File: config.mk
export PLATFORM = sky130hd
export DESIGN_NAME = branch_ex_top
export DESIGN_NICKNAME = d
export VERILOG_FILES = /design/src/logic/isa_pkg.sv /design/src/logic/pipe_pkg.sv /design/src/logic/branch_ex_top.sv /design/src/logic/branch_predictor.sv /design/src/logic/branch_unit.sv /design/src/logic/ex_issue_reg.sv /design/src/logic/ex_result_reg.sv
export SDC_FILE = /design/constraint.sdc
export NUM_CORES = 1
export LEC_CHECK = 0
export BUFFER_PORTS_ARGS = -buffer_cell sky130_fd_sc_hd__buf_2
export CORE_MARGIN = 2
export CORE_UTILIZATION = 50
export DETAILED_ROUTE_END_ITERATION = 7
export PLACE_DENSITY_LB_ADDON = 0.05
export SETUP_SLACK_MARGIN = 0.3
export SKIP_CTS_REPAIR_TIMING = 1
export SYNTH_ARGS = -nofsm -noshare
export SYNTH_HDL_FRONTEND = slang
export SYNTH_SLANG_ARGS = --single-unit
File: constraint.sdc
create_clock -name clk -period 9 [get_ports clk]
set_clock_uncertainty 0.1 [all_clocks]
set_input_delay 0.45 -clock clk [delete_from_list [all_inputs] [get_ports clk]]
set_output_delay 0.45 -clock clk [all_outputs]
set_load 0.01 [all_outputs]
File: src/logic/isa_pkg.sv
`default_nettype none

package isa_pkg;

    // ------------------------------------------------------------------------
    // Architectural widths
    // ------------------------------------------------------------------------

    // pc values, operands, offsets and link data
    typedef logic [31:0] word_t;

    // Architectural register number
    typedef logic [4:0] reg_addr_t;

    // ------------------------------------------------------------------------
    // Branch op codes as decode hands them to execute
    // ------------------------------------------------------------------------

    typedef enum logic [3:0] {
        JIRL = 4'b0011,
        B    = 4'b0100,
        BL   = 4'b0101,
        BEQ  = 4'b0110,
        BNE  = 4'b0111,
        BLT  = 4'b1000,
        BGE  = 4'b1001,
        BLTU = 4'b1010,
        BGEU = 4'b1011
    } branch_op_t;

    // Size of one instruction in bytes
    localparam int unsigned INSN_BYTES = 4;

    // Return address register written by BL
    localparam reg_addr_t LINK_REG = 5'd1;

endpackage

`default_nettype wire

File: src/logic/pipe_pkg.sv
`default_nettype none

package pipe_pkg;

    import isa_pkg::*;

    // ------------------------------------------------------------------------
    // Branch classification, used by the predictor
    // ------------------------------------------------------------------------

    typedef enum logic [1:0] {
        COND     = 2'b01,
        DIRECT   = 2'b10,
        INDIRECT = 2'b11
    } br_category_t;

    // ------------------------------------------------------------------------
    // Pipeline bundles
    // ------------------------------------------------------------------------

    // One branch op from decode into execute
    typedef struct packed {
        logic       en;
        branch_op_t op;
        word_t      pc;
        word_t      pc_next;    // next pc assumed by fetch
        word_t      sr0;
        word_t      sr1;
        word_t      imm;        // sign-extended word offset
        reg_addr_t  rd;
    } ex_issue_t;

    // Link write towards writeback
    typedef struct packed {
        logic      en;
        reg_addr_t rd;
        word_t     data;
    } br_wb_t;

    // Redirect towards fetch
    typedef struct packed {
        logic  flush;
        word_t target;
    } br_redirect_t;

    // Training record for the predictor
    typedef struct packed {
        logic         valid;
        word_t        pc;
        logic         taken;
        word_t        target;
        br_category_t category;
    } bp_update_t;

endpackage

`default_nettype wire

File: src/logic/branch_ex_top.sv
`timescale 1ns/1ps
`default_nettype none

module branch_ex_top
    import isa_pkg::*;
    import pipe_pkg::*;
#(
    parameter int unsigned BP_INDEX_BITS = 4
) (
    input  logic         clk,
    input  logic         rst_n,
    input  ex_issue_t    issue_in,
    output br_wb_t       wb,
    output br_redirect_t redirect,
    input  word_t        fetch_pc,
    output logic         pred_hit,
    output logic         pred_taken,
    output word_t        pred_target
);

    ex_issue_t    issue;
    br_wb_t       wb_d;
    br_redirect_t redirect_d;
    bp_update_t   update;
    logic         squash;

    ex_issue_reg u_issue_reg (
        .clk      (clk),
        .rst_n    (rst_n),
        .issue_in (issue_in),
        .squash   (squash),
        .issue    (issue)
    );

    branch_unit u_branch_unit (
        .issue    (issue),
        .wb       (wb_d),
        .redirect (redirect_d),
        .update   (update),
        .squash   (squash)
    );

    ex_result_reg u_result_reg (
        .clk         (clk),
        .rst_n       (rst_n),
        .wb_in       (wb_d),
        .redirect_in (redirect_d),
        .wb          (wb),
        .redirect    (redirect)
    );

    branch_predictor #(
        .BP_INDEX_BITS (BP_INDEX_BITS)
    ) u_predictor (
        .clk         (clk),
        .rst_n       (rst_n),
        .update      (update),
        .fetch_pc    (fetch_pc),
        .pred_hit    (pred_hit),
        .pred_taken  (pred_taken),
        .pred_target (pred_target)
    );

endmodule

`default_nettype wire

File: src/logic/branch_predictor.sv
`timescale 1ns/1ps
`default_nettype none

module branch_predictor
    import isa_pkg::*;
    import pipe_pkg::*;
#(
    parameter int unsigned BP_INDEX_BITS = 4
) (
    input  logic       clk,
    input  logic       rst_n,
    input  bp_update_t update,
    input  word_t      fetch_pc,
    output logic       pred_hit,
    output logic       pred_taken,
    output word_t      pred_target
);

    localparam int unsigned OFFSET_BITS = $clog2(INSN_BYTES);
    localparam int unsigned TAG_BITS    = $bits(word_t) - BP_INDEX_BITS - OFFSET_BITS;
    localparam int unsigned ENTRIES     = 1 << BP_INDEX_BITS;

    typedef logic [BP_INDEX_BITS-1:0] bp_index_t;
    typedef logic [TAG_BITS-1:0]      bp_tag_t;
    typedef logic [1:0]               bp_ctr_t;

    logic [ENTRIES-1:0] valid_q;
    bp_tag_t            tag_q    [ENTRIES];
    word_t              target_q [ENTRIES];
    br_category_t       cat_q    [ENTRIES];
    bp_ctr_t            ctr_q    [ENTRIES];

    bp_index_t upd_idx;
    bp_tag_t   upd_tag;
    logic      upd_match;
    bp_ctr_t   upd_ctr;
    bp_index_t rd_idx;
    bp_tag_t   rd_tag;

    // ------------------------------------------------------------------------
    // Training
    // ------------------------------------------------------------------------

    assign upd_idx   = update.pc[OFFSET_BITS +: BP_INDEX_BITS];
    assign upd_tag   = update.pc[OFFSET_BITS + BP_INDEX_BITS +: TAG_BITS];
    assign upd_match = valid_q[upd_idx] && (tag_q[upd_idx] == upd_tag);

    // Saturating counter on a match, weak state on a new entry
    always_comb begin
        if (!upd_match) begin
            upd_ctr = update.taken ? 2'd2 : 2'd1;
        end else if (update.taken) begin
            upd_ctr = (ctr_q[upd_idx] == 2'd3) ? 2'd3 : ctr_q[upd_idx] + 2'd1;
        end else begin
            upd_ctr = (ctr_q[upd_idx] == 2'd0) ? 2'd0 : ctr_q[upd_idx] - 2'd1;
        end
    end

    always_ff @(posedge clk or negedge rst_n) begin
        if (!rst_n) begin
            valid_q <= '0;
        end else if (update.valid) begin
            valid_q[upd_idx] <= 1'b1;
        end
    end

    always_ff @(posedge clk) begin
        if (update.valid) begin
            tag_q[upd_idx]    <= upd_tag;
            target_q[upd_idx] <= update.target;
            cat_q[upd_idx]    <= update.category;
            ctr_q[upd_idx]    <= upd_ctr;
        end
    end

    // ------------------------------------------------------------------------
    // Lookup
    // ------------------------------------------------------------------------

    assign rd_idx = fetch_pc[OFFSET_BITS +: BP_INDEX_BITS];
    assign rd_tag = fetch_pc[OFFSET_BITS + BP_INDEX_BITS +: TAG_BITS];

    assign pred_hit    = valid_q[rd_idx] && (tag_q[rd_idx] == rd_tag);
    // Unconditional branches are always predicted taken
    assign pred_taken  = pred_hit && (cat_q[rd_idx] != COND || ctr_q[rd_idx][1]);
    assign pred_target = target_q[rd_idx];

endmodule

`default_nettype wire

File: src/logic/branch_unit.sv
`timescale 1ns/1ps
`default_nettype none

module branch_unit
    import isa_pkg::*;
    import pipe_pkg::*;
(
    input  ex_issue_t    issue,
    output br_wb_t       wb,
    output br_redirect_t redirect,
    output bp_update_t   update,
    output logic         squash
);

    localparam int unsigned OFFSET_BITS = $clog2(INSN_BYTES);

    word_t        seq_pc;
    word_t        offset;
    word_t        taken_target;
    word_t        next_pc;
    logic         taken;
    br_category_t category;

    assign seq_pc = issue.pc + word_t'(INSN_BYTES);
    assign offset = issue.imm << OFFSET_BITS;

    // ------------------------------------------------------------------------
    // Direction and target
    // ------------------------------------------------------------------------

    always_comb begin
        case (issue.op)
            JIRL, B, BL: taken = 1'b1;
            BEQ:         taken = (issue.sr0 == issue.sr1);
            BNE:         taken = (issue.sr0 != issue.sr1);
            BLT:         taken = ($signed(issue.sr0) <  $signed(issue.sr1));
            BGE:         taken = ($signed(issue.sr0) >= $signed(issue.sr1));
            BLTU:        taken = (issue.sr0 <  issue.sr1);
            BGEU:        taken = (issue.sr0 >= issue.sr1);
            default:     taken = 1'b0;
        endcase
    end

    // Only JIRL is register relative
    assign taken_target = (issue.op == JIRL) ? issue.sr0 + offset : issue.pc + offset;
    assign next_pc      = taken ? taken_target : seq_pc;

    always_comb begin
        case (issue.op)
            JIRL:    category = INDIRECT;
            B, BL:   category = DIRECT;
            default: category = COND;
        endcase
    end

    // ------------------------------------------------------------------------
    // Outputs
    // ------------------------------------------------------------------------

    always_comb begin
        wb.en   = issue.en;
        wb.data = issue.en ? seq_pc : '0;
        if (issue.en && issue.op == JIRL) begin
            wb.rd = issue.rd;
        end else if (issue.en && issue.op == BL) begin
            wb.rd = LINK_REG;
        end else begin
            wb.rd = '0;
        end
    end

    always_comb begin
        redirect.flush  = issue.en && (next_pc != issue.pc_next);
        redirect.target = next_pc;
    end

    // Target is kept even when not taken so the table can hold it
    always_comb begin
        update.valid    = issue.en;
        update.pc       = issue.pc;
        update.taken    = taken;
        update.target   = taken_target;
        update.category = category;
    end

    assign squash = redirect.flush;

endmodule

`default_nettype wire

File: src/logic/ex_issue_reg.sv
`timescale 1ns/1ps
`default_nettype none

module ex_issue_reg
    import pipe_pkg::*;
(
    input  logic      clk,
    input  logic      rst_n,
    input  ex_issue_t issue_in,
    input  logic      squash,
    output ex_issue_t issue
);

    logic      en_q;
    ex_issue_t payload_q;

    // Wrong-path op behind a flush is dropped here
    always_ff @(posedge clk or negedge rst_n) begin
        if (!rst_n) begin
            en_q <= 1'b0;
        end else begin
            en_q <= issue_in.en && !squash;
        end
    end

    always_ff @(posedge clk) begin
        payload_q <= issue_in;
    end

    always_comb begin
        issue    = payload_q;
        issue.en = en_q;
    end

endmodule

`default_nettype wire

File: src/logic/ex_result_reg.sv
`timescale 1ns/1ps
`default_nettype none

module ex_result_reg
    import pipe_pkg::*;
(
    input  logic         clk,
    input  logic         rst_n,
    input  br_wb_t       wb_in,
    input  br_redirect_t redirect_in,
    output br_wb_t       wb,
    output br_redirect_t redirect
);

    logic         wb_en_q;
    logic         flush_q;
    br_wb_t       wb_q;
    br_redirect_t redirect_q;

    // ------------------------------------------------------------------------
    // Strobes
    // ------------------------------------------------------------------------

    always_ff @(posedge clk or negedge rst_n) begin
        if (!rst_n) begin
            wb_en_q <= 1'b0;
            flush_q <= 1'b0;
        end else begin
            wb_en_q <= wb_in.en;
            flush_q <= redirect_in.flush;
        end
    end

    // Data fields
    always_ff @(posedge clk) begin
        wb_q       <= wb_in;
        redirect_q <= redirect_in;
    end

    always_comb begin
        wb             = wb_q;
        wb.en          = wb_en_q;
        redirect       = redirect_q;
        redirect.flush = flush_q;
    end

endmodule

`default_nettype wire

==> results of run 1 <==
## path summary, 6_finish.rpt
path	to	slack, ns	cells past startpoint
worst max-delay path	u_issue_reg.en_q$_DFF_PN0_	3.18	14
worst min-delay path	u_result_reg.flush_q$_DFF_PN0_	0.16	2
worst max register to register	u_issue_reg.en_q$_DFF_PN0_	3.18	14
worst min register to register	u_result_reg.wb[34]$_SDFF_PN0_	0.38	1
max in group asynchronous	u_issue_reg.en_q$_DFF_PN0_	8.23	2
min in group clk	u_issue_reg.issue[50]$_DFF_P_	0.22	2
## state kept, by name, summed over array words and instances (netlist names)
| signal | cells |
|---|---|
| u_predictor.ctr_q | 32 |
| u_result_reg.redirect | 32 |
| u_issue_reg.en_q | 1 |
| u_predictor.valid_q | 16 |
| u_result_reg.wb_en_q | 1 |
| u_predictor.target_q | 512 |
| u_predictor.cat_q | 32 |
| u_predictor.tag_q | 416 |
| u_result_reg.flush_q | 1 |
| u_issue_reg.issue | 167 |
| u_result_reg.wb | 37 |
## logic make-up (layout without fill, tap and decap cells)
kind of cell	Yosys count	count (layout)	share of synthesized area, %
other cells	0	3	0
fa+ha+maj	67	67	1.62
compound gates	218	218	2.72
flops	1247	1247	67.4
buf+inv	216	876	1.76
xor+xnor	144	144	2.51
simple gates	379	379	4.04
mux	481	481	19.9
## cell type report
type / count / area [um2] / area share, %
antenna: 3 / 7.51 / 0.0122
clock buffer: 193 / 4020 / 6.52
clock inverter: 55 / 455 / 0.740
inverter: 66 / 248 / 0.402
multi-input combinational: 1289 / 16200 / 26.3
sequential: 1247 / 35000 / 56.9
tap: 1380 / 1730 / 2.81
timing repair buffer: 562 / 3930 / 6.38
## routing by layer
| layer | GRT usage (%) | routed length [um] |
|---|---|---|
| met2 | 44.8 | 72800 |
| met5 | 0 | 40 |
| met1 | 40.7 | 63300 |
| met4 | 8.02 | 4020 |
| met3 | 4.98 | 11600 |
## report_power, final
| part | internal (mW) | switching [mW] | leakage [nW] | total [mW] |
|---|---|---|---|---|
| registers | 6.51 | 0.0908 | 11.1 | 6.60 |
| logic | 0.579 | 0.883 | 7.80 | 1.46 |
| clock network | 3.28 | 2.25 | 2.20 | 5.53 |
## cells in the final DEF (no fill, tap or decap), types with 11 or more instances in the layout
| cell | netlist | routed |
|---|---|---|
| mux2i_1 | 13 | 13 |
| edfxtp_1 | 992 | 992 |
| dlygate4sd3_1 | 0 | 169 |
| clkbuf_16 | 0 | 147 |
| and3_1 | 15 | 15 |
| nand2_1 | 83 | 83 |
| nor2b_1 | 32 | 32 |
| nor2_4 | 0 | 12 |
| nor3_1 | 26 | 22 |
| clkinv_1 | 0 | 21 |
| nand4_1 | 33 | 33 |
| buf_2 | 42 | 300 |
| buf_4 | 6 | 88 |
| a211oi_1 | 12 | 11 |
| clkinv_2 | 0 | 16 |
| ha_1 | 65 | 65 |
| a21o_1 | 12 | 12 |
| mux2_2 | 28 | 28 |
| xor2_1 | 34 | 32 |
| clkbuf_1 | 81 | 29 |
| clkbuf_8 | 2 | 16 |
| a21oi_1 | 62 | 62 |
| o21ai_0 | 58 | 58 |
| mux4_2 | 440 | 440 |
| or2_2 | 19 | 19 |
| nor4b_1 | 11 | 11 |
| inv_1 | 66 | 66 |
| dfrtp_1 | 19 | 18 |
| dfxtp_1 | 236 | 232 |
| xnor2_1 | 107 | 104 |
| nand3_1 | 28 | 28 |
| nor2_1 | 64 | 52 |
## critical path, stage by stage, from the launching register on
cell and delay [ns]:
dfxtp_1 0.37, and4bb_2 0.65, buf_4 0.46, mux2_2 0.39, ha_1 0.39, nand2_1 0.10
o21ai_1 0.42, o2bb2ai_1 0.16, a311oi_1 0.58, nor2_1 0.22, xnor2_2 0.65, xor2_1 0.14
a211oi_1 0.36, a21oi_1 0.16, o41ai_1 0.48
==> run metrics, run 1 <==
relative slew slack 13.4%; final net count 3,572; row count 118; TNS Setup 0 ns; Synth Cell Area 51,900 um2; Netlist cell types 87; top cells by area, synth edfxtp_1 57%, mux4_2 19%, dfxtp_1 9.1%, xnor2_1 1.8%, ha_1 1.6%; HP Class input pin to async pin; crit path from u_issue_reg.issue[167]$_DFF_P_; Max IR drop VDD 0.181 mV; worst slack, placed 2.85 ns; Post-synth EDFFs 992; CP Launch Type flop; number of buffers on the longest clock path 3; Num CTS Buffers 136; RSZ-0062 raised after global routing no; CTS root buffer clkbuf_16; drt drc 0; DR WL/cell 31.7 um; max-capacitance violation count 0; area leader, netlist edfxtp_1; Gate Count Post-Synth 2,752; boundary pin count 309; DR iter-0 viols 3,017; top-count cell post-synth edfxtp_1; Max Freq 0.172 GHz; Filler cells 7,486; placed cell count 4,375; IO Port Bufs 304; Ys Warns 0; Core Box Area 103,000 um2; LEAKAGE 21.1 nW; HPWL after detailed placement 91,800 um; CTS clk-pin slew, worst paths 0.06 ns; ys flop type edfxtp_1; worst-margin pin slew 1.30 ns; Worst-Skew Late Latency 0.75 ns; H-tree Lvls 4; First-pass DRT Iterations 5; overall power 13.6 mW; total die area 106,000 um2; Async SR Flop Fraction 1.52%; Post-Route WL 152,000 um; Data arrival, critical path 6.32 ns; CTS sink count 1,247; Yosys reg bits 1,247; initial antenna violation count 8; Hold WS 0.156 ns; worst setup path class flop to flop; worst r2r src u_issue_reg.issue[167]$_DFF_P_; final setup margin 3.18 ns; final hold violations 0; syn avg cell area 18.9 um2; Starting Density 50.3%; ranking of synthesized cells by instance count 992 x edfxtp_1, 440 x mux4_2, 236 x dfxtp_1, 107 x xnor2_1, 83 x nand2_1; Post-DRT Antenna Nets 0; Yosys top cell area share 57.4%; Final setup viols 0; Area Overhead vs Synth 18.6%; CTS tree yes; Die W 326 um; first-pass GRT wire length 213,000 um; post-synth net total 3,022; Final Max Slew Viols 0; Layout Cells excl Fill 4,795; grt ovf 0; CP endpoint kind flop; via count 29,700; layout cell share with drive strength beyond 1 32.9%; sequential fraction of the synthesis area 67.4%; Avg Vias per Cell 6.20; post-route cell area 61,600 um2; Critical Path RT 9.49 ns; crit path max fanout 26; vias in the first global route 30,200; dpl cell area 55,400 um2; outcome complete, no violations; post-layout util 59.6%; Pwr per Cell Area 221 nW/um2; largest net degree at the start of global routing 110; die extent in y 326 um; clock period minus worst slack 5.82 ns; GRT Resource Usage Total 28.3%; Final Wtd Congestion 0.939; final worst-path cycle share 64.7%
(Power assumes the default switching activity.)
==> run 2: changes to the inputs <==
clock period = 4.95 ns   (was 9 ns; I/O delays follow)
==> run metrics, run 2 (synthesis results as in run 1) <==
GRT Resource Usage Total 28.9% (+0.65 points); CP Cell Sequence and4bb_4 > mux2_2 > ha_1 > a21o_1 > a221o_1 > a21oi_4 > o21ai_2 > xnor2_2 > nor2_1 > or4_1 > nor4_2 > a21oi_1 > o41a_1; final net count 3,640 (+1.9%); RSZ-0062 raised after global routing no; CP Launch Type flop; grt ovf 0 (unchanged); via count 30,000 (+0.86%); DR iter-0 viols 3,076 (+2.0%); Final Max Slew Viols 0 (unchanged); met3 WL post-DR 11,500 um (-0.71%); Avg Vias per Cell 6.17 (-0.37%); IO Port Bufs 304 (unchanged); crit path max fanout 6 (-77%); final hold violations 0 (unchanged); WL met2 76,100 um (+4.5%); die extent in y 326 um (unchanged); CTS root buffer clkbuf_16; Max Freq 0.221 GHz (+29%); initial antenna violation count 5 (-3); layout cell share with drive strength beyond 1 34.5% (+1.6 points); Post-DRT Antenna Nets 0 (unchanged); Pwr per Cell Area 396 nW/um2 (+79%); overall power 24.7 mW (+81%); final worst-path cycle share 91.5% (+27 points); boundary pin count 309 (unchanged); worst slack, placed 0.102 ns (-2.75 ns); commonest non-fill, non-tap cell in the layout edfxtp_1; Final setup viols 0 (unchanged); Worst-Skew Late Latency 0.77 ns (+0.02 ns); family with the most delay on the worst path compound AO/OA/AOI/OAI gates; relative slew slack 8.15% (-5.3 points); TNS Setup 0 ns (unchanged); vias in the first global route 30,400 (+0.69%); DR WL/cell 31.9 um (+0.62%); largest net degree at the start of global routing 105 (-4.5%); Final Wtd Congestion 0.965 (+2.8%); Critical Path RT 5.48 ns (-4.01 ns); total die area 106,000 um2 (unchanged); max-capacitance violation count 0 (unchanged); post-layout util 60.4% (+0.79 points); number of buffers on the longest clock path 3 (unchanged); CP max stage delay 0.50 ns (-0.15 ns); CTS tree yes; Die W 326 um (unchanged); Core Box Area 103,000 um2 (unchanged); final setup margin 0.421 ns (-2.76 ns); Post-Route WL 155,000 um (+1.9%); Data arrival, critical path 5.06 ns (-1.26 ns); Multi-input gate area 16,300 um2 (+0.97%); Starting Density 50.3% (unchanged); Num CTS Buffers 132 (-2.9%); Largest Register u_predictor.target_q; met1 WL 62,900 um (-0.63%); worst-margin pin slew 1.37 ns (+0.0720 ns); drt drc 0 (unchanged); Max IR drop VDD 0.322 mV (+77%); HP Class input pin to flop; outcome complete, no violations; max layer used met5; HPWL after detailed placement 97,200 um (+5.9%); CTS clk-pin slew, worst paths 0.06 ns (about the same); Worst Path Buf+Inv 0 (-1); LEAKAGE 21.5 nW (+1.8%); most used cells in the layout excluding fill and tap cells 992 x edfxtp_1, 440 x mux4_2, 300 x buf_2; H-tree Lvls 4 (unchanged); Filler cells 7,409 (-1.0%); first-pass GRT wire length 218,000 um (+2.2%); max reg flops 512 (unchanged); Critical-path top delay cell or4_1; First-pass DRT Iterations 7 (+2); clock period minus worst slack 4.53 ns (-1.29 ns); CP endpoint kind flop; row count 118 (unchanged); worst setup path class flop to flop; Area Overhead vs Synth 20.1%; register area 35,000 um2 (unchanged); CTS sink count 1,247 (unchanged)
==> run 2: cell types whose count changed in the layout (fill, tap and decap cells not counted), sizes merged, moves of 2 or more <==
cell | before | now
buf | 393 | 454
clkbuf | 193 | 187
clkinv | 40 | 36
diode | 3 | 1
dlygate4sd3 | 169 | 177
inv | 74 | 76
==> run 2: stage by stage <==
| step | cell area [um2] | hold slack (ns) | instances |
|---|---|---|---|
| global placement | 56100 | 0.165 | 4432 |
| floorplan | 52000 | -0.148 | 2752 |
| global route | 62400 | -0.00271 | 4854 |
| detailed placement | 56100 | 0.187 | 4432 |
| finish | 62400 | 0.0185 | 4854 |
| CTS | 60400 | -0.628 | 4669 |
==> run 2: final timing paths <==
| path | startpoint | to | slack [ns] | cells after the start |
|---|---|---|---|---|
| worst max register to register | u_issue_reg.issue[168]$_DFF_P_ | u_result_reg.flush_q$_DFF_PN0_ | 0.42 | 13 |
| worst min register to register | u_issue_reg.issue[3]$_DFF_P_ | u_result_reg.wb[35]$_SDFF_PN0_ | 0.38 | 1 |
| min in group asynchronous | rst_n | u_predictor.valid_q[15]$_DFFE_PN0P_ | 0.39 | 4 |
| worst max-delay path | u_issue_reg.issue[168]$_DFF_P_ | u_result_reg.flush_q$_DFF_PN0_ | 0.42 | 13 |
| max in group asynchronous | rst_n | u_issue_reg.en_q$_DFF_PN0_ | 4.18 | 4 |
| worst min-delay path | issue_in[55] | u_issue_reg.issue[55]$_DFF_P_ | 0.02 | 2 |
==> run 2: report_power, final <==
group          switching (mW)  internal, mW
registers               0.181          11.8
logic                    1.65          1.13
clock network            4.23          5.64
==> run 2: layer usage <==
layer	track usage, %	up-vias
met5	0	-
met1	40.8	15800
met2	46.7	1424
li1	-	12500
met3	5.17	238
met4	8.11	2
==> run 2: final cells by class <==
type,instances,area share (%)
Tap cell,1380,2.77
Multi-Input combinational cell,1290,26.2
Inverter,66,0.397
Antenna cell,1,0.00401
Clock inverter,52,1.04
Timing Repair Buffer,633,7.54
Sequential cell,1247,56.1
Clock buffer,185,5.94
